File: config.mk
export PLATFORM = sky130hd
export DESIGN_NAME = sample_fifo
export DESIGN_NICKNAME = d
export VERILOG_FILES = /design/src/verilog/frame_pkg.sv /design/src/verilog/sample_fifo.sv
export SDC_FILE = /design/constraint.sdc
export NUM_CORES = 1
export LEC_CHECK = 0
export BUFFER_PORTS_ARGS = -buffer_cell sky130_fd_sc_hd__clkbuf_2
export CORE_ASPECT_RATIO = 0.6
export CORE_MARGIN = 3
export CORE_UTILIZATION = 54
export CTS_CLUSTER_SIZE = 12
export DETAILED_ROUTE_END_ITERATION = 10
export GPL_ROUTABILITY_DRIVEN = 0
export HOLD_SLACK_MARGIN = 0.15
export PLACE_DENSITY_LB_ADDON = 0.25
export SYNTH_ARGS = -nofsm -noshare
export SYNTH_HDL_FRONTEND = slang
export SYNTH_SLANG_ARGS = --single-unit
File: constraint.sdc
create_clock -name clk -period 4.21 [get_ports clk]
set_clock_uncertainty 0.2 [all_clocks]
set_input_delay 0.6315 -clock clk [delete_from_list [all_inputs] [get_ports clk]]
set_output_delay 0.6315 -clock clk [all_outputs]
set_load 0.02 [all_outputs]
File: src/verilog/frame_pkg.sv
package frame_pkg;

    // ========================================
    // sample and frame geometry
    // ========================================
    localparam int SAMPLE_W    = 16;
    localparam int FRAME_SIZE  = 306;
    localparam int HOP_SIZE    = 123;

    // sample FIFO depth, also the sender's initial credits
    localparam int FIFO_DEPTH  = 8;

    // 306 full-scale squares need 39 bits
    localparam int ENERGY_W    = 48;
    localparam int FRAME_IDX_W = 16;

    // derived widths
    localparam int FIFO_AW     = $clog2(FIFO_DEPTH);
    localparam int FRAME_AW    = $clog2(FRAME_SIZE);
    localparam int FRAME_CW    = $clog2(FRAME_SIZE + 1);

    // ========================================
    // state encodings
    // ========================================
    typedef enum logic [2:0] {
        WIN_START,
        WIN_IDLE,
        WIN_MOVE,
        WIN_REQUEST,
        WIN_FILL
    } win_state_t;

    typedef enum logic [1:0] {
        RDR_WAIT,
        RDR_READ,
        RDR_MOVE
    } rdr_state_t;

endpackage

File: src/verilog/sample_fifo.sv
`timescale 1ns/1ps

module sample_fifo (
    input  logic                           clk,
    input  logic                           rst_n,
    input  logic                           sample_valid_i,
    input  logic [frame_pkg::SAMPLE_W-1:0] sample_i,
    input  logic                           rd_en_i,
    output logic [frame_pkg::SAMPLE_W-1:0] rd_data_o,
    output logic                           empty_o,
    output logic                           credit_o
);

    logic [frame_pkg::SAMPLE_W-1:0] mem [frame_pkg::FIFO_DEPTH];
    logic [frame_pkg::FIFO_AW-1:0]  wr_ptr;
    logic [frame_pkg::FIFO_AW-1:0]  rd_ptr;
    logic [frame_pkg::FIFO_AW:0]    count;
    logic                           push;
    logic                           pop;
    logic                           full;

    // sender only pushes while holding a credit
    assign push    = sample_valid_i;
    assign pop     = rd_en_i && !empty_o;
    assign empty_o = (count == '0);
    assign full    = (count == (frame_pkg::FIFO_AW + 1)'(frame_pkg::FIFO_DEPTH));

    always_ff @(posedge clk or negedge rst_n) begin
        if (!rst_n) begin
            wr_ptr   <= '0;
            rd_ptr   <= '0;
            count    <= '0;
            credit_o <= 1'b0;
        end else begin
            if (push) begin
                wr_ptr <= wr_ptr + 1'b1;
            end
            if (pop) begin
                rd_ptr <= rd_ptr + 1'b1;
            end
            case ({push, pop})
                2'b10:   count <= count + 1'b1;
                2'b01:   count <= count - 1'b1;
                default: count <= count;
            endcase
            // one credit back per popped entry
            credit_o <= pop;
        end
    end

    always_ff @(posedge clk) begin
        if (push) begin
            mem[wr_ptr] <= sample_i;
        end
    end

    // read data lands one cycle after the pop
    always_ff @(posedge clk) begin
        if (pop) begin
            rd_data_o <= mem[rd_ptr];
        end
    end

    // ========================================
    // flow control checks
    // ========================================
    // credits must keep the sender from overrunning the store
    assert_no_overflow: assert property (
        @(posedge clk) disable iff (!rst_n)
        push |-> (!full || pop)
    );

    // window buffer only requests when data is there
    assert_no_underflow: assert property (
        @(posedge clk) disable iff (!rst_n)
        rd_en_i |-> !empty_o
    );

endmodule

==> metrics.log <==
[metrics] result of the run: completed
[metrics] total I/O pin count: 38
[metrics] unrepaired setup endpoints after global routing: no
[metrics] Worst-Skew Late Latency: 0.42 ns
[metrics] number of warnings issued by yosys: 0
[metrics] clock tree root driver cell: sky130_fd_sc_hd__clkbuf_16
[metrics] share of power burned in registers: 46.1%
[metrics] total number of vias: 2746
[metrics] startpoint type of the worst setup path: register
[metrics] most common library cell in the layout ignoring fill and taps: sky130_fd_sc_hd__edfxtp_1
[metrics] Pwr per Cell Area: 704.4 nW/um^2
[metrics] die outline area: 12530 sq um
[metrics] area of the mapped netlist: 6041 sq um
[metrics] effective utilization at floorplan: 56.24%
[metrics] number of standard-cell rows in the floorplan: 29
[metrics] cell taking the most area after synthesis: sky130_fd_sc_hd__edfxtp_1
[metrics] net switching power figure: 0.001456 W
[metrics] average size of a mapped cell: 22.54 sq um
[metrics] number of vias per cell after detailed routing: 5.757
[metrics] number of hold violations in the final report: 0
[metrics] DP Wirelength: 6167 microns
[metrics] setup TNS after final layout: 0 ns
[metrics] Sw Share: 29.44%
[metrics] category of cells accounting for the largest share of critical-path delay: compound AO/OA/AOI/OAI gates
[metrics] detailed-route wire length: 10500 microns
[metrics] unique cell type count in the Yosys netlist: 30
[metrics] Nets: 351
[metrics] Worst Hold Depth: 2
[metrics] amount of wire on met3 after detailed routing: 468 microns
[metrics] share of layout cells above drive strength 1: 31.66%
[metrics] Max Transition Viols Final: 0
[metrics] Pre-antenna DRT Iters: 4
[metrics] transition time of the tightest slew-check pin: 1.051 ns
[metrics] part of the total power dissipated in the clock network: 30.1%
[metrics] leftover overflow at the end of global routing: 0
[metrics] pin count of the biggest net entering global routing: 26
[metrics] Pint: 0.003490 W
[metrics] remaining antenna violation count: 0
[metrics] Die Wd: 142.5 microns
[metrics] Reg2Reg Depth: 8
[metrics] via count of the first global-routing pass: 2895
[metrics] clock buffers created by TritonCTS: 17
[metrics] Area growth syn-to-layout: 16.22%
[metrics] proportion of power drawn by combinational gates: 23.9%
[metrics] startpoint of the worst hold path: sample_valid_i
[metrics] endpoint of the worst hold-timing path: wr_ptr[0]
[metrics] cells after synthesis: 268
[metrics] maximum number of buffers from clock root to sink: 2
[metrics] standard cell with the maximum stage delay on the critical path: sky130_fd_sc_hd__o41ai_1
[metrics] met2 routed WL: 5072 microns
[metrics] ratio of final minimum period to clock period: 80.98%
[metrics] Detailed Route Iter0 Violations: 225
[metrics] Worst Hold Margin: 0.2792 ns
[metrics] WP data required: 4.30 ns
[metrics] maximum operating frequency: 0.2933 GHz
[metrics] Max H-tree Level: 4
[metrics] crit-path max cell delay: 0.69 ns
[metrics] min Tclk post-route: 3.409 ns
[metrics] global-route wire length before repair: 16480 microns
[metrics] die height: 87.93 microns
[metrics] number of setup violations in the final report: 0
[metrics] antenna violations before repair: 0
[metrics] met1 layer wirelength in the final routing: 4833 microns
[metrics] diode count: 0
[metrics] peak supply drop: 0.3600 mV
[metrics] fill count: 697
[metrics] class of the worst hold path: in2reg
[metrics] flop2flop setup slack: 0.80 ns
[metrics] floorplan core area: 10740 sq um
[metrics] synthesized net count: 294
[metrics] fraction of synthesized cell area taken by the top area cell type: 71.58%
[metrics] number of gates given a new drive strength after cts: 0
[metrics] highest net fanout along the worst path: 20
[metrics] ordered cell list for the critical path: o41ai_1 > inv_1 > buf_4 > ha_1 > ha_1 > or4b_2 > o311ai_0 > o211ai_1
[metrics] Crit Path Category: reg2reg
[metrics] Critical Path AT: 3.50 ns
[metrics] cell types occupying the most area after synthesis: sky130_fd_sc_hd__edfxtp_1 (72%), sky130_fd_sc_hd__mux4_1 (11%), sky130_fd_sc_hd__dfrtp_1 (4.6%)
[metrics] number of maximum-capacitance violations: 0
[metrics] register area share after synthesis: 76.14%
[metrics] commonest cells after routing, fill and taps aside: sky130_fd_sc_hd__edfxtp_1 (144), sky130_fd_sc_hd__clkbuf_2 (37), sky130_fd_sc_hd__mux4_1 (25)
[metrics] worst relative slew slack: 29.94%
[metrics] leakage: 2.471 nW
[metrics] clock tree from TritonCTS: done
[metrics] Crit path buffers/inverters: 2
[metrics] reg2reg start: count[0]
[metrics] port bufs: 37
[metrics] DRC violation count after routing: 0
[metrics] terminus of the critical flop-to-flop path: count[3]
[metrics] post-synthesis register bit count: 155
[metrics] Wirelength per Cell: 22.01 microns
[metrics] type of destination of the critical path: register
[metrics] top routing layer used: met4
[metrics] clock-pin slew on the worst setup and hold paths: 0.07 ns
[metrics] GRT Resource Usage Total: 18.45%
[metrics] clock sink count: 155
[metrics] most used cell, CP: sky130_fd_sc_hd__ha_1
==> cells by family after synthesis <==
family	count (synthesis)	synth area share [%]
DFF	155	76.14
muxes	51	17.00
and+or+nand+nor	26	2.154
buffers and inverters	17	1.615
AOI/OAI and AO/OA	7	0.8492
xor gates and xnor gates	6	0.8699
adders and majority gates	6	1.367
==> worst register-to-register path, delay by kind of cell, from the launching register on <==
family,cells,cell delay [ns]
adders and majority gates,2,0.71
DFF,1,0.46
and+or+nand+nor,1,0.64
buffers and inverters,2,0.35
AOI/OAI and AO/OA,3,0.93
==> final cells by class <==
class                      count  area (sq um)  share of cell area [%]
clock buffer                  17         425.4                   6.060
tap                          139         173.9                   2.477
clock inverter                15         155.1                   2.210
sequential                   155          4599                   65.51
multi-input combinational     96          1354                   19.28
timing repair buffer          49         290.3                   4.135
inverter                       6         22.52                  0.3208
==> sequential cells by signal, summed over array words and instances, names as in the netlist <==
register,count
rd_ptr,3
rd_data_o,16
mem,128
count,4
credit_o,1
wr_ptr,3
==> Yosys cell counts (all sizes together) <==
library cell,instances
mux2,18
ha,5
nand3,2
nor4,1
nand2b,3
mux2i,1
mux4,32
o21ai,1
a2111o,1
nor3,2
o211ai,1
fa,1
o311ai,1
xnor2,4
inv,6
a21oi,2
nor2,6
or4b,1
buf,7
xor2,2
clkbuf,4
o41ai,1
edfxtp,144
nand2,8
nor3b,3
dfrtp,11
==> worst max-delay path by stage <==
stage | to | cells past startpoint | slack, ns | startpoint
final | count[3] | 8 | 0.80 | count[0]
after global routing | count[3] | 8 | 0.50 | count[0]
after CTS | count[3] | 8 | 0.84 | count[0]
after detailed placement | count[3] | 8 | 0.86 | count[0]
after global placement | count[3] | 8 | 0.96 | count[0]
after floorplan | count[3] | 7 | 0.97 | count[0]
==> power groups by stage <==
stage	clock [W]	combinational (W)	sequential (W)
2_1_floorplan	0	0.000850	0.00228
3_3_place_gp	0	0.00116	0.00230
3_5_place_dp	0	0.00119	0.00232
4_1_cts	0.00151	0.00120	0.00229
5_1_grt	0.00158	0.00129	0.00232
6_report	0.00149	0.00118	0.00228
==> per-layer routing <==
metal  track usage [%]  up-vias
met5                 0        -
met4             7.075        0
met3             4.528       14
met2             29.17       56
met1             25.47     1435
li1                  -     1241
==> repair_timing <==
| item | in CTS | in global routing |
|---|---|---|
| endpoints found under the hold margin | 11 | 0 |
| buffers inserted | 0 | 0 |
| hold buffers | 1 | 0 |
==> per-stage QoR <==
| step | instances | cell area [sq um] | setup WS, ns | power (W) | util [%] |
|---|---|---|---|---|---|
| finish | 477 | 7020 | 0.8008 | 0.004945 | 65.37 |
| global route | 477 | 7020 | 0.4996 | 0.005181 | 65.37 |
| CTS | 477 | 7020 | 0.8423 | 0.004996 | 65.37 |
| detailed placement | 444 | 6430 | 0.8553 | 0.003503 | 59.87 |
| global placement | 444 | 6430 | 0.9613 | 0.003465 | 59.87 |
| floorplan | 268 | 6041 | 0.9659 | 0.003126 | - |
No activity file was read; power rests on OpenSTA's default activity.
