<file path="src/verilog/frame_pkg.sv">
package frame_pkg;

    // ========================================
    // sample and frame geometry
    // ========================================
    localparam int SAMPLE_W    = 16;
    localparam int FRAME_SIZE  = 306;
    localparam int HOP_SIZE    = 123;

    // sample FIFO depth, also the sender's initial credits
    localparam int FIFO_DEPTH  = 8;

    // 306 full-scale squares need 39 bits
    localparam int ENERGY_W    = 48;
    localparam int FRAME_IDX_W = 16;

    // derived widths
    localparam int FIFO_AW     = $clog2(FIFO_DEPTH);
    localparam int FRAME_AW    = $clog2(FRAME_SIZE);
    localparam int FRAME_CW    = $clog2(FRAME_SIZE + 1);

    // ========================================
    // state encodings
    // ========================================
    typedef enum logic [2:0] {
        WIN_START,
        WIN_IDLE,
        WIN_MOVE,
        WIN_REQUEST,
        WIN_FILL
    } win_state_t;

    typedef enum logic [1:0] {
        RDR_WAIT,
        RDR_READ,
        RDR_MOVE
    } rdr_state_t;

endpackage

</file>
<file path="src/verilog/frame_energy.sv">
`timescale 1ns/1ps

module frame_energy (
    input  logic                              clk,
    input  logic                              rst_n,
    input  logic                              sample_en_i,
    input  logic [frame_pkg::SAMPLE_W-1:0]    sample_i,
    input  logic                              last_i,
    output logic [frame_pkg::ENERGY_W-1:0]    energy_o,
    output logic                              energy_valid_o,
    output logic [frame_pkg::FRAME_IDX_W-1:0] frame_idx_o
);

    logic signed [2*frame_pkg::SAMPLE_W-1:0] sq;
    logic [frame_pkg::ENERGY_W-1:0]          sq_ext;
    logic [frame_pkg::ENERGY_W-1:0]          acc;
    logic [frame_pkg::ENERGY_W-1:0]          sum;
    logic [frame_pkg::FRAME_IDX_W-1:0]       idx;

    // signed square, never negative
    assign sq     = $signed(sample_i) * $signed(sample_i);
    assign sq_ext = {{(frame_pkg::ENERGY_W - 2 * frame_pkg::SAMPLE_W){1'b0}}, sq};
    assign sum    = acc + sq_ext;

    always_ff @(posedge clk or negedge rst_n) begin
        if (!rst_n) begin
            acc            <= '0;
            idx            <= '0;
            energy_valid_o <= 1'b0;
        end else begin
            energy_valid_o <= sample_en_i && last_i;
            if (sample_en_i) begin
                if (last_i) begin
                    acc <= '0;
                    idx <= idx + 1'b1;
                end else begin
                    acc <= sum;
                end
            end
        end
    end

    // result includes the last sample's square
    always_ff @(posedge clk) begin
        if (sample_en_i && last_i) begin
            energy_o    <= sum;
            frame_idx_o <= idx;
        end
    end

endmodule

</file>
<file path="config.mk">
export PLATFORM = sky130hd
export DESIGN_NAME = frame_energy
export DESIGN_NICKNAME = d
export VERILOG_FILES = /design/src/verilog/frame_pkg.sv /design/src/verilog/frame_energy.sv
export SDC_FILE = /design/constraint.sdc
export NUM_CORES = 1
export LEC_CHECK = 0
export BUFFER_PORTS_ARGS = -buffer_cell sky130_fd_sc_hd__buf_2
export CELL_PAD_IN_SITES_DETAIL_PLACEMENT = 0
export CELL_PAD_IN_SITES_GLOBAL_PLACEMENT = 2
export CORE_ASPECT_RATIO = 0.7
export CORE_MARGIN = 2
export CORE_UTILIZATION = 40
export DETAILED_ROUTE_END_ITERATION = 16
export GPL_TIMING_DRIVEN = 1
export MAX_ROUTING_LAYER = met4
export PLACE_DENSITY_LB_ADDON = 0.2
export REMOVE_ABC_BUFFERS = 1
export SYNTH_ARGS = -nofsm -noshare
export SYNTH_HDL_FRONTEND = slang
export SYNTH_SLANG_ARGS = --single-unit
export TNS_END_PERCENT = 20
</file>
<file path="constraint.sdc">
create_clock -name clk -period 6.05 [get_ports clk]
set_clock_uncertainty 0.2 [all_clocks]
set_input_delay 1.21 -clock clk [delete_from_list [all_inputs] [get_ports clk]]
set_output_delay 1.21 -clock clk [all_outputs]
set_load 0.05 [all_outputs]
</file>
==> flow_metrics.env, run 1 <==
export IMPL_grt_use_total=0.211
export IMPL_slowest_delay_ps=580
export IMPL_crit_type="input pin to register"
export IMPL_clkSlewWorstSetupHoldPaths_ps=60
export IMPL_tightest_slew_ps=966
export IMPL_fin_ws_ps=-2160
export IMPL_antenna_found_initial=0
export IMPL_yosys_warnings=0
export IMPL_vias_per_cell=4.82
export IMPL_cts_tree="yes"
export IMPL_yosysMostFrequentCell="inv_1"
export IMPL_postCtsHoldBufs=0
export IMPL_antennaDiodeCount=0
export IMPL_ant_nets=0
export IMPL_worst_setup_path_start_kind="input pin"
export IMPL_status="finished with violations"
export IMPL_synthTopCellsByArea="fa_1 30%, edfxtp_1 12%, dfrtp_1 10%"
export IMPL_required_ps=6120
export IMPL_cts_inserted_buffers=17
export IMPL_clock_latency_ps=440
export IMPL_area_delta_synth_final_pct=35.1
export IMPL_cts_root_buffer="clkbuf_16"
export IMPL_synth_ff_type="dfrtp_1"
export IMPL_cts_buffer_depth=2
export IMPL_synth_commonest_cells="351 x inv_1, 238 x fa_1, 122 x ha_1, 116 x nand2_1, 71 x nor2_1"
export IMPL_whs_ps=271
export IMPL_nets=2340
export IMPL_maxSlewViolCount=0
export IMPL_max_freq_mhz=122
export IMPL_period_share=1.36
export IMPL_slew_headroom=0.356
export IMPL_final_util=0.551
export IMPL_overflow=0
export IMPL_die_h_um=170
export IMPL_worst_path_max_delay_cell="fa_1"
export IMPL_synth_top_area_share=0.303
export IMPL_dr_total_vias=12100
export IMPL_synth_edf_count=64
export IMPL_hold_violations=0
export IMPL_syn_avg_cell_area_sq_um=10.1
export IMPL_fp_dieW_um=241
export IMPL_setup_viol=80
export IMPL_cp_common_cell="fa_1"
export IMPL_fill_cells=3475
export IMPL_violations="setup timing"
export IMPL_cts_sinks=129
export IMPL_ys_seq_area_frac=0.225
export IMPL_drc=0
export IMPL_drt_initial_drc_count=451
export IMPL_synth_seq_cells=129
export IMPL_cp_max_fo=8
export IMPL_drv_cap=0
export IMPL_gp_congestion=0.861
export IMPL_yosysTopAreaCell="fa_1"
export IMPL_period_minus_slack_ps=8210
export IMPL_die_area_sq_um=41000
export IMPL_rsz0062_at_grt="true"
export IMPL_drtPass1Iterations=5
export IMPL_synth_cells=1560
export IMPL_initial_core_util=0.408
export IMPL_wl_um=40000
export IMPL_place_hpwl_um=31800
export IMPL_drive_above_1_share=0.356
export IMPL_pre_cts_ws_ps=-3070
export IMPL_ios=85
export IMPL_critPathCaptureType="register"
export IMPL_coreArea_sq_um=38600
export IMPL_cts_htree_levels=4
export IMPL_ys_types=87
export IMPL_min_path_type="register to register"
export IMPL_grt_max_degree=68
export IMPL_crit_arrival_ps=8280
export IMPL_grt_pass1_vias=12900
export IMPL_portBuffers=84
export IMPL_grt_pass1_wl_um=65900
export IMPL_rows=60
export IMPL_async_reset_ff_frac=0.504
export IMPL_syn_area_sq_um=15700
export IMPL_wl_per_cell_um=16.0
==> worst max-delay path, delay by kind of cell <==
kind | cells | cell delay [ps]
and+or+nand+nor | 5 | 930
buffers and inverters | 7 | 580
adders and majority gates | 8 | 3680
AOI/OAI and AO/OA | 8 | 1560
xor gates and xnor gates | 2 | 290
==> layout by cell type (no fill, tap or decap), drive strengths merged, types with 5 or more instances in the layout <==
cell | netlist | routed
o31ai | 5 | 5
nor2b | 14 | 14
a31oi | 12 | 12
a21oi | 39 | 39
or2 | 6 | 6
clkbuf | 32 | 24
a211oi | 17 | 17
nand3 | 22 | 22
edfxtp | 64 | 64
xnor2 | 70 | 70
a22o | 33 | 33
xor2 | 29 | 29
buf | 8 | 421
a32oi | 5 | 5
o211ai | 9 | 9
nand4 | 10 | 10
nor2 | 72 | 72
clkinv | 2 | 5
dfrtp | 65 | 65
nand2 | 116 | 116
and4 | 6 | 6
and2 | 38 | 38
a21o | 30 | 30
a31o | 10 | 10
nand2b | 10 | 10
ha | 122 | 122
o21ai | 30 | 30
a21boi | 5 | 5
o21a | 7 | 7
and3 | 17 | 17
fa | 238 | 238
nor3 | 13 | 13
inv | 351 | 349
==> cell families after synthesis <==
family          count (synthesis)  share of synthesized area
simple gates                  337                      0.107
fa+ha+maj                     360                      0.400
flops                         129                      0.225
mux                             3                    0.00207
xor+xnor                       99                     0.0551
buf+inv                       394                     0.0957
compound gates                238                      0.115
==> per-stage QoR <==
stage                     instances  setup TNS (ps)  cell area [sq um]
after CTS                      2496         -134140              20900
after global routing           2500         -153090              21300
after detailed placement       2436         -206530              19000
after floorplan                1519         -140140              15600
final                          2500         -133980              21300
after global placement         2436         -206090              19000
==> state kept, by name, indices dropped and copies added, names as in the netlist <==
name            cells
energy_valid_o      1
acc                48
energy_o           48
frame_idx_o        16
idx                16
==> layout make-up <==
cell class              instances  area [sq um]  share of cell area
multi-input cells            1037         11800               0.556
repair buffers                422          3270               0.154
inverters                     353          1340              0.0631
clock inverters                 8           125             0.00588
clock buffers                  24           503              0.0237
flip-flops and latches        129          3550               0.167
well taps                     527           659              0.0310
==> what timing repair did <==
action	CTS	global route
setup buffers	27	5
pin swaps	130	51
resized for setup	259	76
cloned	1	0
endpoints found under the setup margin	80	80
==> path summary, 6_finish.rpt <==
kind | startpoint | endpoint | slack [ps] | cells after the start
max | sample_i[9] | energy_o[43]$_DFFE_PP_ | -2160 | 30
min | idx[15]$_DFFE_PN0P_ | idx[15]$_DFFE_PN0P_ | 270 | 1
max reg2reg | acc[0]$_DFFE_PN0P_ | acc[30]$_DFFE_PN0P_ | 2970 | 10
min reg2reg | idx[15]$_DFFE_PN0P_ | idx[15]$_DFFE_PN0P_ | 270 | 1
max in group asynchronous | rst_n | acc[6]$_DFFE_PN0P_ | 4200 | 2
min in group asynchronous | rst_n | acc[44]$_DFFE_PN0P_ | 790 | 2
==> metal layers <==
metal / wire length, um / vias to the layer above / GRT usage
met5: 0 / - / -
met4: 316 / 0 / 0.0346
met3: 769 / 21 / 0.0222
met2: 18700 / 129 / 0.329
met1: 20200 / 6099 / 0.304
li1: - / 5812 / -
Power of run 1 is left out: the tool's default activity adds up to more than one toggle a clock period on the data nets, which glitch-free logic cannot reach.
==> run 2: changes to the inputs <==
Settings changed: SLEW_MARGIN from default to 20.
Clock period 6.05 ns to 10.5 ns, I/O delays scaled along.
==> run 2 against run 1 <==
Against the previous run:
- the flow now finishes without violations
- count of clock-buffer cells in the layout fell by 7
- routed wire length fell by 9.8%
- cell count fell by 12%
- critical endpoint is now energy_o[36]$_DFFE_PP_
==> flow_metrics.env, run 2 (same netlist as run 1, synthesis figures left out) <==
export IMPL_status="complete, no violations"
export IMPL_required_ps=10460
export IMPL_dr_total_vias=10800
export IMPL_worstHoldEndpoint="idx[15]$_DFFE_PN0P_"
export IMPL_reg2reg_depth=10
export IMPL_min_from="idx[15]$_DFFE_PN0P_"
export IMPL_grt_pass1_wl_um=58900
export IMPL_rows=60
export IMPL_cts_sinks=129
export IMPL_rsz0062_at_grt="false"
export IMPL_wl_per_cell_um=16.5
export IMPL_reg2reg_from="acc[0]$_DFFE_PN0P_"
export IMPL_clkSlewWorstSetupHoldPaths_ps=60
export IMPL_critPathCaptureType="register"
export IMPL_antennaDiodeCount=0
export IMPL_stdcell_area_sq_um=17400
export IMPL_period_minus_slack_ps=9820
export IMPL_die_h_um=170
export IMPL_slew_headroom=0.347
export IMPL_min_path_type="register to register"
export IMPL_top_regs="acc: 48 flops, energy_o: 48 flops"
export IMPL_tightest_slew_ps=979
export IMPL_path_delay_family="adder cells"
export IMPL_clock_latency_ps=420
export IMPL_coreArea_sq_um=38600
export IMPL_cp_common_cell="fa_1"
export IMPL_hold_violations=0
export IMPL_max_freq_mhz=102
export IMPL_setup_viol=0
export IMPL_die_area_sq_um=41000
export IMPL_worst_setup_path_start_kind="input pin"
export IMPL_fp_dieW_um=241
export IMPL_cp_depth=27
export IMPL_layout_cells_non_filler=2190
export IMPL_place_hpwl_um=29300
export IMPL_cts_htree_levels=4
export IMPL_drive_above_1_share=0.113
export IMPL_place_inst=2158
export IMPL_portBuffers=84
export IMPL_grt_max_degree=68
export IMPL_maxSlewViolCount=0
export IMPL_crit_arrival_ps=9790
export IMPL_wl_um=36100
export IMPL_post_cts_buffers=0
export IMPL_final_cell_mix="350 x inv_1, 238 x fa_1, 122 x ha_1"
export IMPL_period_share=0.936
export IMPL_cts_inserted_buffers=17
export IMPL_cts_buffer_depth=2
export IMPL_layout_commonest_cell="inv_1"
export IMPL_overflow=0
export IMPL_holdPathStages=1
export IMPL_cts_root_buffer="clkbuf_16"
export IMPL_grt_pass1_vias=11200
export IMPL_initial_core_util=0.408
export IMPL_fill_cells=3785
export IMPL_drtPass1Iterations=4
export IMPL_antenna_found_initial=0
export IMPL_crit_type="input pin to register"
export IMPL_ant_nets=0
export IMPL_drt_initial_drc_count=552
export IMPL_cts_resized=0
export IMPL_grt_use_total=0.190
export IMPL_r2r_end="energy_o[36]$_DFFE_PP_"
export IMPL_vias_per_cell=4.95
export IMPL_r2r_slack_ps=7260
export IMPL_cts_tree="yes"
export IMPL_worst_path_max_delay_cell="o31ai_1"
export IMPL_drc=0
export IMPL_slowest_delay_ps=630
export IMPL_nets=2030
export IMPL_cp_max_fo=19
export IMPL_area_delta_synth_final_pct=10.6
export IMPL_ios=85
export IMPL_drv_cap=0
export IMPL_gp_congestion=0.836
export IMPL_postCtsHoldBufs=0
export IMPL_worst_path_buf_inv=4
export IMPL_placed_area_sq_um=16900
export IMPL_fin_setup_tns_ps=0
[run 2: cell types whose count changed in the layout (fill, tap and decap cells not counted), moves of 25 or more]
cell     before  now
nand2_1      91  116
inv_1       318  350
buf_6        35    0
inv_2        28    1
ha_1         97  122
buf_4       305   28
[run 2: cell type report]
type                       instances  area (sq um)  share of cell area
tap                              527           659              0.0379
clock buffer                      17           425              0.0244
timing repair buffer             112           631              0.0362
inverter                         353          1330              0.0761
clock inverter                    15           120             0.00690
multi-input combinational       1037         10700               0.614
sequential                       129          3550               0.204
[run 2: how the worst max path moves through the flow]
stage          slack, ps   startpoint                endpoint
6_report             680  sample_i[4]  energy_o[36]$_DFFE_PP_
5_1_grt              180  sample_i[4]     acc[30]$_DFFE_PN0P_
4_1_cts              680  sample_i[4]     acc[37]$_DFFE_PN0P_
3_5_place_dp         260  sample_i[4]     acc[37]$_DFFE_PN0P_
3_3_place_gp         300  sample_i[4]     acc[37]$_DFFE_PN0P_
2_1_floorplan       1140  sample_i[5]  energy_o[47]$_DFFE_PP_
[run 2: routing by layer]
layer / part of all wire / track usage
met4: 0.0075 / 0.0298
met2: 0.46 / 0.279
met5: 0 / -
met3: 0.020 / 0.0217
met1: 0.52 / 0.287
[run 2: through the flow]
step	setup WS (ps)	hold slack [ps]	utilization
final	676	267	0.451
after global routing	184	285	0.451
after CTS	683	275	0.451
after detailed placement	255	265	0.437
after global placement	303	259	0.437
after floorplan	1140	237	-
Power of run 2 is left out for the same reason.
