$ cat src/verilog/frame_pkg.sv
package frame_pkg;

    // ========================================
    // sample and frame geometry
    // ========================================
    localparam int SAMPLE_W    = 16;
    localparam int FRAME_SIZE  = 306;
    localparam int HOP_SIZE    = 123;

    // sample FIFO depth, also the sender's initial credits
    localparam int FIFO_DEPTH  = 8;

    // 306 full-scale squares need 39 bits
    localparam int ENERGY_W    = 48;
    localparam int FRAME_IDX_W = 16;

    // derived widths
    localparam int FIFO_AW     = $clog2(FIFO_DEPTH);
    localparam int FRAME_AW    = $clog2(FRAME_SIZE);
    localparam int FRAME_CW    = $clog2(FRAME_SIZE + 1);

    // ========================================
    // state encodings
    // ========================================
    typedef enum logic [2:0] {
        WIN_START,
        WIN_IDLE,
        WIN_MOVE,
        WIN_REQUEST,
        WIN_FILL
    } win_state_t;

    typedef enum logic [1:0] {
        RDR_WAIT,
        RDR_READ,
        RDR_MOVE
    } rdr_state_t;

endpackage

$ cat src/verilog/frame_reader.sv
`timescale 1ns/1ps

module frame_reader (
    input  logic                           clk,
    input  logic                           rst_n,
    input  logic                           rd_valid_i,
    input  logic [frame_pkg::SAMPLE_W-1:0] rd_data_i,
    input  logic                           frame_start_i,
    output logic                           rd_en_o,
    output logic                           sample_en_o,
    output logic [frame_pkg::SAMPLE_W-1:0] sample_o,
    output logic                           last_o,
    output logic                           move_o
);

    frame_pkg::rdr_state_t state;

    logic [frame_pkg::FRAME_CW-1:0] cnt;
    logic                           at_last;

    // one sample per cycle whenever the buffer offers one
    assign rd_en_o = (state == frame_pkg::RDR_READ) && rd_valid_i;
    assign at_last = (cnt == (frame_pkg::FRAME_CW)'(frame_pkg::FRAME_SIZE - 1));

    assign sample_en_o = rd_en_o;
    assign sample_o    = rd_data_i;
    assign last_o      = rd_en_o && at_last;
    assign move_o      = (state == frame_pkg::RDR_MOVE);

    always_ff @(posedge clk or negedge rst_n) begin
        if (!rst_n) begin
            state <= frame_pkg::RDR_WAIT;
            cnt   <= '0;
        end else begin
            case (state)
                frame_pkg::RDR_WAIT: begin
                    if (frame_start_i) begin
                        cnt   <= '0;
                        state <= frame_pkg::RDR_READ;
                    end
                end
                frame_pkg::RDR_READ: begin
                    if (rd_en_o) begin
                        cnt <= cnt + 1'b1;
                        if (at_last) begin
                            state <= frame_pkg::RDR_MOVE;
                        end
                    end
                end
                frame_pkg::RDR_MOVE: begin
                    // single move pulse, then wait for the refill
                    state <= frame_pkg::RDR_WAIT;
                end
                default: begin
                    state <= frame_pkg::RDR_WAIT;
                end
            endcase
        end
    end

    // whole frame consumed, buffer has nothing left to offer
    assert_move_not_reading: assert property (
        @(posedge clk) disable iff (!rst_n)
        move_o |-> !rd_valid_i
    );

endmodule

$ cat config.mk
export PLATFORM = sky130hd
export DESIGN_NAME = frame_reader
export DESIGN_NICKNAME = d
export VERILOG_FILES = /design/src/verilog/frame_pkg.sv /design/src/verilog/frame_reader.sv
export SDC_FILE = /design/constraint.sdc
export NUM_CORES = 1
export LEC_CHECK = 0
export BUFFER_PORTS_ARGS = -buffer_cell sky130_fd_sc_hd__buf_2
export CAP_MARGIN = 20
export CELL_PAD_IN_SITES_DETAIL_PLACEMENT = 0
export CELL_PAD_IN_SITES_GLOBAL_PLACEMENT = 2
export CORE_UTILIZATION = 23
export DETAILED_ROUTE_END_ITERATION = 8
export PLACE_DENSITY = 0.78
export SLEW_MARGIN = 20
export SYNTH_ARGS = -nofsm -noshare
export SYNTH_HDL_FRONTEND = slang
export SYNTH_SLANG_ARGS = --single-unit
$ cat constraint.sdc
create_clock -name clk -period 1.97 [get_ports clk]
set_input_delay 0.0985 -clock clk [delete_from_list [all_inputs] [get_ports clk]]
set_output_delay 0.0985 -clock clk [all_outputs]
set_load 0.005 [all_outputs]
==> results of run 1 <==
-- power groups by stage --
stage / logic [mW] / registers [mW] / clock network (mW)
floorplan: 0.122 / 0.303 / 0
global placement: 0.116 / 0.318 / 0
detailed placement: 0.117 / 0.320 / 0
CTS: 0.120 / 0.316 / 0.159
global route: 0.138 / 0.324 / 0.172
finish: 0.115 / 0.315 / 0.155
-- flip-flops by register name (all words and copies together), names as in the netlist --
name and count:
cnt 9, state 2
-- cells in the mapped netlist --
cell,number,area [sq um]
buf_4,17,127.6
dfrtp_1,11,275.3
nand2_1,7,26.28
inv_1,5,18.77
mux2i_1,4,40.04
a21oi_1,3,15.01
nand3_1,3,15.01
nor3_1,3,15.01
nor3b_1,3,22.52
o21ai_0,3,15.01
ha_1,2,25.02
nand2b_1,2,12.51
nand4_1,2,12.51
nor4_1,2,12.51
o31ai_1,2,15.01
or4_1,2,15.01
a31o_2,1,8.760
and4b_1,1,10.01
buf_6,1,11.26
clkbuf_1,1,3.750
mux2i_2,1,13.76
nand3b_1,1,7.510
nor2_1,1,3.750
or3_1,1,6.260
or3b_2,1,8.760
-- kinds of logic (layout without fill, tap and decap cells) --
| kind of cell | count (synthesis) | count (layout) | share of synthesized area (%) |
|---|---|---|---|
| AND/OR/NAND/NOR | 29 | 29 | 22.75 |
| buffers and inverters | 24 | 17 | 21.90 |
| flip-flops | 11 | 11 | 37.35 |
| AO/OA/AOI/OAI | 9 | 9 | 7.299 |
| multiplexers | 5 | 5 | 7.300 |
| adder cells (fa/ha/maj) | 2 | 2 | 3.395 |
-- worst paths after layout --
| check | from | end | slack (ps) | cells past startpoint |
|---|---|---|---|---|
| worst min-delay path | rd_data_i[10] | sample_o[10] | 200 | 0 |
| worst min register to register | cnt[7]$_DFFE_PN0P_ | cnt[7]$_DFFE_PN0P_ | 520 | 1 |
| worst max-delay path | cnt[1]$_DFFE_PN0P_ | last_o | 330 | 6 |
| min in group asynchronous | rst_n | cnt[6]$_DFFE_PN0P_ | 230 | 2 |
| max in group asynchronous | rst_n | cnt[8]$_DFFE_PN0P_ | 1540 | 2 |
| worst max register to register | cnt[0]$_DFFE_PN0P_ | cnt[8]$_DFFE_PN0P_ | 420 | 4 |
-- per-layer routing --
layer	track usage (%)	vias up
met1	10.53	242
li1	-	246
met3	3.956	6
met4	6.122	0
met5	0	-
met2	12.15	17
-- placed cells by master, fill, tap and decap left out --
cell type      instances
o31ai_1                2
nor3b_1                3
a31o_2                 1
nand2_1                7
nand3_1                3
and4b_1                1
mux2i_2                1
dfrtp_1               11
nand4_1                2
clkbuf_4               3
mux2i_1                4
ha_1                   2
clkbuf_1               1
nor4_1                 2
nor2_1                 1
or4_1                  2
buf_2                  7
dlygate4sd3_1          1
inv_1                  5
o21ai_0                3
nor3_1                 3
or3_1                  1
or3b_2                 1
nand2b_1               2
nand3b_1               1
a21oi_1                3
-- layout make-up --
type                       count  area share (%)
timing repair buffer           8           6.250
multi-input combinational     45           41.67
inverter                       5           2.604
clock buffer                   4           3.646
sequential                    11           38.19
tap                           44           7.639
-- metrics by stage --
step                instances  worst slack [ps]  utilization, %  power, mW  hold WS [ps]
global placement          112             433.2           22.42     0.4349        -15.02
finish                    117             325.0           23.61     0.5852         197.0
floorplan                  80             604.3               -     0.4248        -197.1
CTS                       117             285.6           23.61     0.5948         197.0
detailed placement        112             456.8           22.42     0.4369        -11.96
global route              117             163.3           23.61     0.6342         197.0
==> impl_metrics.tcl, run 1 <==
set metrics [dict create \
    startpoint_type "flop" \
    rsz0062_at_grt "no" \
    ant_nets 0 \
    avgSynthCellArea_sq_um 9.212 \
    diodes 0 \
    worst_slew_pin_slew_ps 509.9 \
    fin_crit_sh_pct 83.50 \
    endpoint_kind "output pin" \
    cts_tree "yes" \
    power.leakage_nw 0.2873 \
    p_sw_share_pct 32.94 \
    cts_num_sinks 11 \
    post-route-min-period_ps 1645 \
    nNetsFinal 96 \
    power.share.clock_pct 26.5 \
    ctsHoldBuffers 1 \
    start_util_pct 24.14 \
    portBuffers 7 \
    wl_per_cell_um 11.05 \
    drt-initial-drc-count 5 \
    seq_area_frac_synth_pct 37.35 \
    power_frac_comb_pct 19.7 \
    met2WireLength_um 571 \
    cp_num_buf_inv 2 \
    fillers 360 \
    m1WireLength_um 575 \
    crit_slowest_cell "dfrtp_1" \
    overflow 0 \
    highest_layer "met4" \
    hpwlAfterDp_um 1002 \
    multi_input_area_sq_um 300.3 \
    layout-drive-gt1-share_pct 17.81 \
    cts_inserted_buffers 3 \
    htree_levels 1 \
    required_ps 1870 \
    cpLargestDelayFamily "simple AND/OR/NAND/NOR gates" \
    slew_headroom_pct 65.69 \
    antenna_found_initial 0 \
    die-area_sq_um 3435 \
    slew_viol_final 0 \
    synth_nets 102 \
    via_per_inst 4.368 \
    grt_pass1_vias 514 \
    finish.instance_area_sq_um 720.7 \
    clock.fmax_mhz 607.9 \
    grt_usage_pct 8.690 \
    crit_type "flop to output pin" \
    synthToLayoutAreaGrowth_pct -2.207 \
    crit_arrival_ps 1550 \
    ctsResizeCount 0 \
    drt-pass1-iter-count 3 \
    status "finished clean" \
    cts.path.max_buffers 2 \
    vdd_ir_drop_max_uv 296.5 \
    yosysUniqueCellTypes 25 \
    synth_seq_cells 11 \
    crit_fanout 4 \
    powerDensity_nw_per_um2 812.0 \
    p_sw_mw 0.1928 \
    place_area_sq_um 684.4 \
    maxCapViolations 0 \
    drc 0 \
    grt_max_degree 12 \
    routabilityCongestion 0.7720 \
    post_cts_buffers 0 \
    regArea_sq_um 275.3 \
    die_x_um 58.61 \
    die_y_um 58.61 \
    clkLatencyLatePin_ps 260 \
    row_count 20 \
    syn_inst 80 \
    hold_path.class "input port to output pin" \
    wl_met3_um 108 \
    max_stage_delay_ps 410 \
    clk_pin_slew_ps 70 \
    syn_area_sq_um 737.0 \
    crit_chain "inv_1 -> ha_1 -> and4b_1 -> nand4_1 -> nor3b_1 -> buf_2" \
    tns_ps 0 \
    routed_wl_um 1293 \
    yosys_warnings 0 \
    setup_viol_count_final 0 \
    clock-root-buffer "clkbuf_4" \
    seq_power_share_pct 53.8 \
    ios 40 \
    vias 511 \
    floorplan.core_area_sq_um 3053 \
    grt_pass1_wl_um 2187 \
    intPower_mw 0.3924 \
    worst_clock_skew_ps 2.481 \
    hold_violations 0 \
]
Power figures use the tool's default switching activity.
==> inputs of run 2 (changes only) <==
ABC_AREA = 1   (was default)
CORE_UTILIZATION = 20   (was 23)
PLACE_DENSITY = 0.74   (was 0.78)
clock period = 1.5 ns   (was 1.97 ns; I/O delays follow)
==> impl_metrics.tcl, run 2 <==
set metrics [dict create \
    slew_headroom_pct 81.76 \
    utilization_pct 22.25 \
    yosysTopAreaCellShare_pct 35.54 \
    holdPathStages 3 \
    r2r_end "cnt[8]$_DFFE_PN0P_" \
    routed_wl_um 1530 \
    grt_pass1_vias 590 \
    power.leakage_nw 0.3911 \
    status "finished clean" \
    avgSynthCellArea_sq_um 7.745 \
    die_x_um 64.23 \
    overflow 0 \
    grt_max_degree 12 \
    synth_top_cells_by_area "dfrtp_1 (36%), buf_4 (16%), nand2_1 (8.7%)" \
    reg.largest.list "cnt: 9 flops, state: 2 flops" \
    hold-path-endpoint "state[1]$_DFFE_PN0P_" \
    hpwlAfterDp_um 1114 \
    largest_reg_flops 9 \
    endpoint_kind "output pin" \
    clock.fmax_mhz 739.2 \
    cts_num_sinks 11 \
    hold_path.class "input port to flop" \
    yosysTopAreaCell "dfrtp_1" \
    layout_commonest_cell "nand2_1" \
    ios 40 \
    grt_usage_pct 8.611 \
    crit_arrival_ps 1280 \
    vias 592 \
    via_per_inst 4.083 \
    final_cell_mix "nand2_1 (18), nor2_1 (12), dfrtp_1 (11), inv_1 (8)" \
    r2r_start "cnt[0]$_DFFE_PN0P_" \
    required_ps 1420 \
    die-area_sq_um 4125 \
    drc 0 \
    cts_tree "yes" \
    routabilityCongestion 0.7026 \
    synth_edf_count 0 \
    worst_slew_pin_slew_ps 273.6 \
    post-route-min-period_ps 1353 \
    ys_top_cells_by_count "nand2_1 (18), buf_4 (17), nor2_1 (13)" \
    clock-root-buffer "clkbuf_8" \
    syn_inst 100 \
    start_util_pct 21.00 \
    nNetsFinal 120 \
    syn_area_sq_um 774.5 \
    antenna_found_initial 0 \
    synth.most_common_cell "nand2_1" \
    startpoint_type "flop" \
    top_register "cnt" \
    vdd_ir_drop_max_uv 477.8 \
    fin_crit_sh_pct 90.19 \
    maxCapViolations 0 \
    fin_total_pwr_mw 0.9777 \
    seq_area_frac_synth_pct 35.54 \
    synthArstFlopShare_pct 100.0 \
    setup_viol_count_final 0 \
    wl_per_cell_um 10.55 \
    ant_nets 0 \
    r2r_slack_ps 230 \
    grt_pass1_wl_um 2725 \
    tns_ps 0 \
    yosys_warnings 0 \
    die_y_um 64.23 \
    cts_inserted_buffers 3 \
    drt-initial-drc-count 14 \
    row_count 22 \
    floorplan.core_area_sq_um 3689 \
    htree_levels 1 \
    worstHoldStart "rd_valid_i" \
    hold_violations 0 \
    slew_viol_final 0 \
    synthToLayoutAreaGrowth_pct 5.977 \
    ys.flop_type "dfrtp_1" \
    crit_type "flop to output pin" \
    clk_pin_slew_ps 50 \
    clkLatencyLatePin_ps 240 \
    rsz0062_at_grt "no" \
    worst_slack_ps 147.2 \
    multi_input_area_sq_um 335.3 \
    powerDensity_nw_per_um2 1191 \
    regArea_sq_um 275.3 \
    yosysUniqueCellTypes 18 \
    synth_nets 122 \
    fillers 428 \
    layout-drive-gt1-share_pct 24.74 \
    portBuffers 7 \
    synth_seq_cells 11 \
    worst_r2r_path_depth 6 \
    crit_fanout 7 \
    diodes 0 \
    cts.path.max_buffers 2 \
    drt-pass1-iter-count 4 \
    worst_clock_skew_ps 3.665 \
    pre_cts_ws_ps 229.2 \
]
run 2: area by class of cell:
class	count	share of cell area [%]
tap	48	7.317
sequential	11	33.54
timing repair buffer	11	8.232
clock buffer	4	5.488
inverter	10	4.573
multi-input combinational	61	40.85
run 2: timing repair:
item	in CTS	in global routing
endpoints found under the hold margin	11	0
setup buffers	0	3
setup endpoints to repair	0	1
gates resized for setup	0	3
hold buffers	1	0
run 2: worst max path at each step:
stage	start	endpoint	slack [ps]	depth (start not counted)
4_1_cts	state[0]$_DFFE_PN0P_	last_o	70	4
2_1_floorplan	cnt[0]$_DFFE_PN0P_	cnt[8]$_DFFE_PN0P_	380	6
3_3_place_gp	cnt[0]$_DFFE_PN0P_	cnt[8]$_DFFE_PN0P_	260	6
3_5_place_dp	cnt[0]$_DFFE_PN0P_	cnt[8]$_DFFE_PN0P_	230	6
5_1_grt	cnt[3]$_DFFE_PN0P_	last_o	20	4
6_report	cnt[3]$_DFFE_PN0P_	last_o	150	4
run 2: worst max-delay path, cell delays in order, from the launching register on:
cell and delay [ps]:
dfrtp_1 450, nor2_1 140, nand4_1 150, nor3b_2 170, buf_2 130
run 2: per-layer routing:
layer	up-vias	wire (um)	track usage, %
met5	-	0	0
met4	0	29	3.056
met2	21	606	12.77
met1	268	801	11.22
li1	297	-	-
met3	6	92	3.393
run 2: power by group:
part           internal, mW  switching [mW]
Sequential            0.357          0.0847
Combinational         0.104           0.132
Clock                 0.187           0.114
run 2: metrics by stage:
step / instance area, sq um / instances / hold WS [ps]
final: 820.8 / 145 / 142.7
after global routing: 820.8 / 145 / 150.0
after CTS: 785.8 / 142 / 150.0
after detailed placement: 730.7 / 137 / -27.47
after global placement: 730.7 / 137 / -25.04
after floorplan: 774.5 / 100 / -220.6
run 2: kinds of logic (layout without fill, tap and decap cells):
family / after synthesis / count (layout) / synth area share (%)
compound gates: 8 / 8 / 5.331
buf+inv: 28 / 25 / 22.78
fa+ha+maj: 2 / 2 / 3.231
simple gates: 51 / 51 / 33.12
flops: 11 / 11 / 35.54
==> inputs of run 3 (changes only) <==
REMOVE_ABC_BUFFERS = 1   (was default)
==> impl_metrics.tcl, run 3 (synthesis gave the netlist of run 2 again) <==
set metrics [dict create \
    pre_cts_ws_ps 189.8 \
    maxCapViolations 0 \
    hpwlAfterDp_um 1346 \
    clock-root-buffer "clkbuf_8" \
    reg.largest.list "cnt: 9 flops, state: 2 flops" \
    worst_slew_pin_slew_ps 333.2 \
    r2r_slack_ps 200 \
    hold_path.class "input port to output pin" \
    routed_wl_um 1846 \
    worst_slack_ps 94.56 \
    routabilityCongestion 0.7705 \
    grt_pass1_vias 614 \
    holdPathStages 0 \
    crit_type "flop to output pin" \
    die_x_um 64.23 \
    required_ps 1420 \
    diodes 0 \
    nNetsFinal 121 \
    overflow 0 \
    fin_crit_sh_pct 93.70 \
    vias 622 \
    row_count 22 \
    grtUsageMet3_pct 8.214 \
    portBuffers 7 \
    via_per_inst 4.260 \
    slew_viol_final 0 \
    drc 0 \
    vdd_ir_drop_max_uv 261.4 \
    layout-drive-gt1-share_pct 24.49 \
    antenna_found_initial 0 \
    final_cell_mix "nand2_1 (18), nor2_1 (13), dfrtp_1 (10), inv_1 (8), nand3_1 (8)" \
    clock.fmax_mhz 711.5 \
    ios 40 \
    post-route-min-period_ps 1405 \
    worstHoldStart "rd_data_i[0]" \
    synthToLayoutAreaGrowth_pct 6.139 \
    r2r_start "cnt[0]$_DFFE_PN0P_" \
    cts_num_sinks 11 \
    r2r_end "cnt[8]$_DFFE_PN0P_" \
    utilization_pct 22.29 \
    die_y_um 64.23 \
    top_register "cnt" \
    worst_r2r_path_depth 6 \
    worst_clock_skew_ps 0.9158 \
    grt_pass1_wl_um 2946 \
    cts_tree "yes" \
    hold-path-endpoint "sample_o[0]" \
    die-area_sq_um 4125 \
    crit_arrival_ps 1330 \
    grt.busiest_layer "met2" \
    drt-initial-drc-count 10 \
    power.leakage_nw 0.3944 \
    layout_commonest_cell "nand2_1" \
    hold_violations 0 \
    clkLatencyLatePin_ps 230 \
    clk_pin_slew_ps 50 \
    slew_headroom_pct 77.70 \
    cts.path.max_buffers 2 \
    start_util_pct 21.00 \
    gr-usage-met1_pct 10.54 \
    endpoint_kind "output pin" \
    grt_util_met2_pct 13.56 \
    floorplan.core_area_sq_um 3689 \
    largest_reg_flops 9 \
    crit_fanout 7 \
    wl_per_cell_um 12.64 \
    setup_viol_count_final 0 \
    grt_usage_pct 9.761 \
    ant_nets 0 \
    drt-pass1-iter-count 4 \
    grt_max_degree 12 \
    powerDensity_nw_per_um2 1191 \
    startpoint_type "flop" \
    htree_levels 1 \
    cts_inserted_buffers 3 \
    status "finished clean" \
]
-- run 3: changes by cell type in the layout (fill, tap and decap cells not counted), sizes merged --
cell	change
buf	+1
-- run 3: layer usage --
layer	vias to the layer above	part of all wire, %
met3	2	13
li1	302	-
met4	0	1.2
met1	286	44
met5	-	0
met2	32	42
-- run 3: worst max-delay path: stages, from the launching register on --
cell and delay [ps]:
dfrtp_1 460, nor2_1 120, nand4_1 190, nor3b_2 190, buf_2 130
-- run 3: area by class of cell --
class / count / area, sq um
Clock buffer: 4 / 45.04
Fill cell: 430 / 2867
Inverter: 10 / 37.54
Multi-Input combinational cell: 61 / 327.8
Sequential cell: 11 / 276.5
Tap cell: 48 / 60.06
Timing Repair Buffer: 12 / 75.07
-- run 3: timing repair --
action                                  CTS  global route
resized for setup                         0             2
hold endpoints to repair                 11             0
endpoints found under the setup margin    0             1
hold buffers                              1             0
setup buffers                             0             4
-- run 3: power by group --
group | internal, mW | switching (mW)
clock | 0.187 | 0.110
sequential | 0.360 | 0.0888
combinational | 0.103 | 0.131
-- run 3: stage by stage --
stage,TNS [ps],std cells,cell area [sq um],hold WS [ps],total power [mW]
floorplan,0,82,635.6,-220.6,0.5780
global placement,0,137,730.7,-42.26,0.6523
finish,0,146,822.0,150.1,0.9789
CTS,0,142,785.8,150.1,0.9605
global route,-11.95,146,822.0,150.1,1.046
detailed placement,0,137,730.7,-38.95,0.6518
-- run 3: how the worst max path moves through the flow --
stage	startpoint	to	slack, ps	cells after the start
final	cnt[2]$_DFFE_PN0P_	last_o	90	4
after global routing	cnt[5]$_DFFE_PN0P_	last_o	-10	5
after CTS	cnt[3]$_DFFE_PN0P_	last_o	70	4
after detailed placement	cnt[0]$_DFFE_PN0P_	cnt[8]$_DFFE_PN0P_	190	6
after global placement	cnt[0]$_DFFE_PN0P_	cnt[8]$_DFFE_PN0P_	200	6
after floorplan	cnt[0]$_DFFE_PN0P_	cnt[8]$_DFFE_PN0P_	380	6
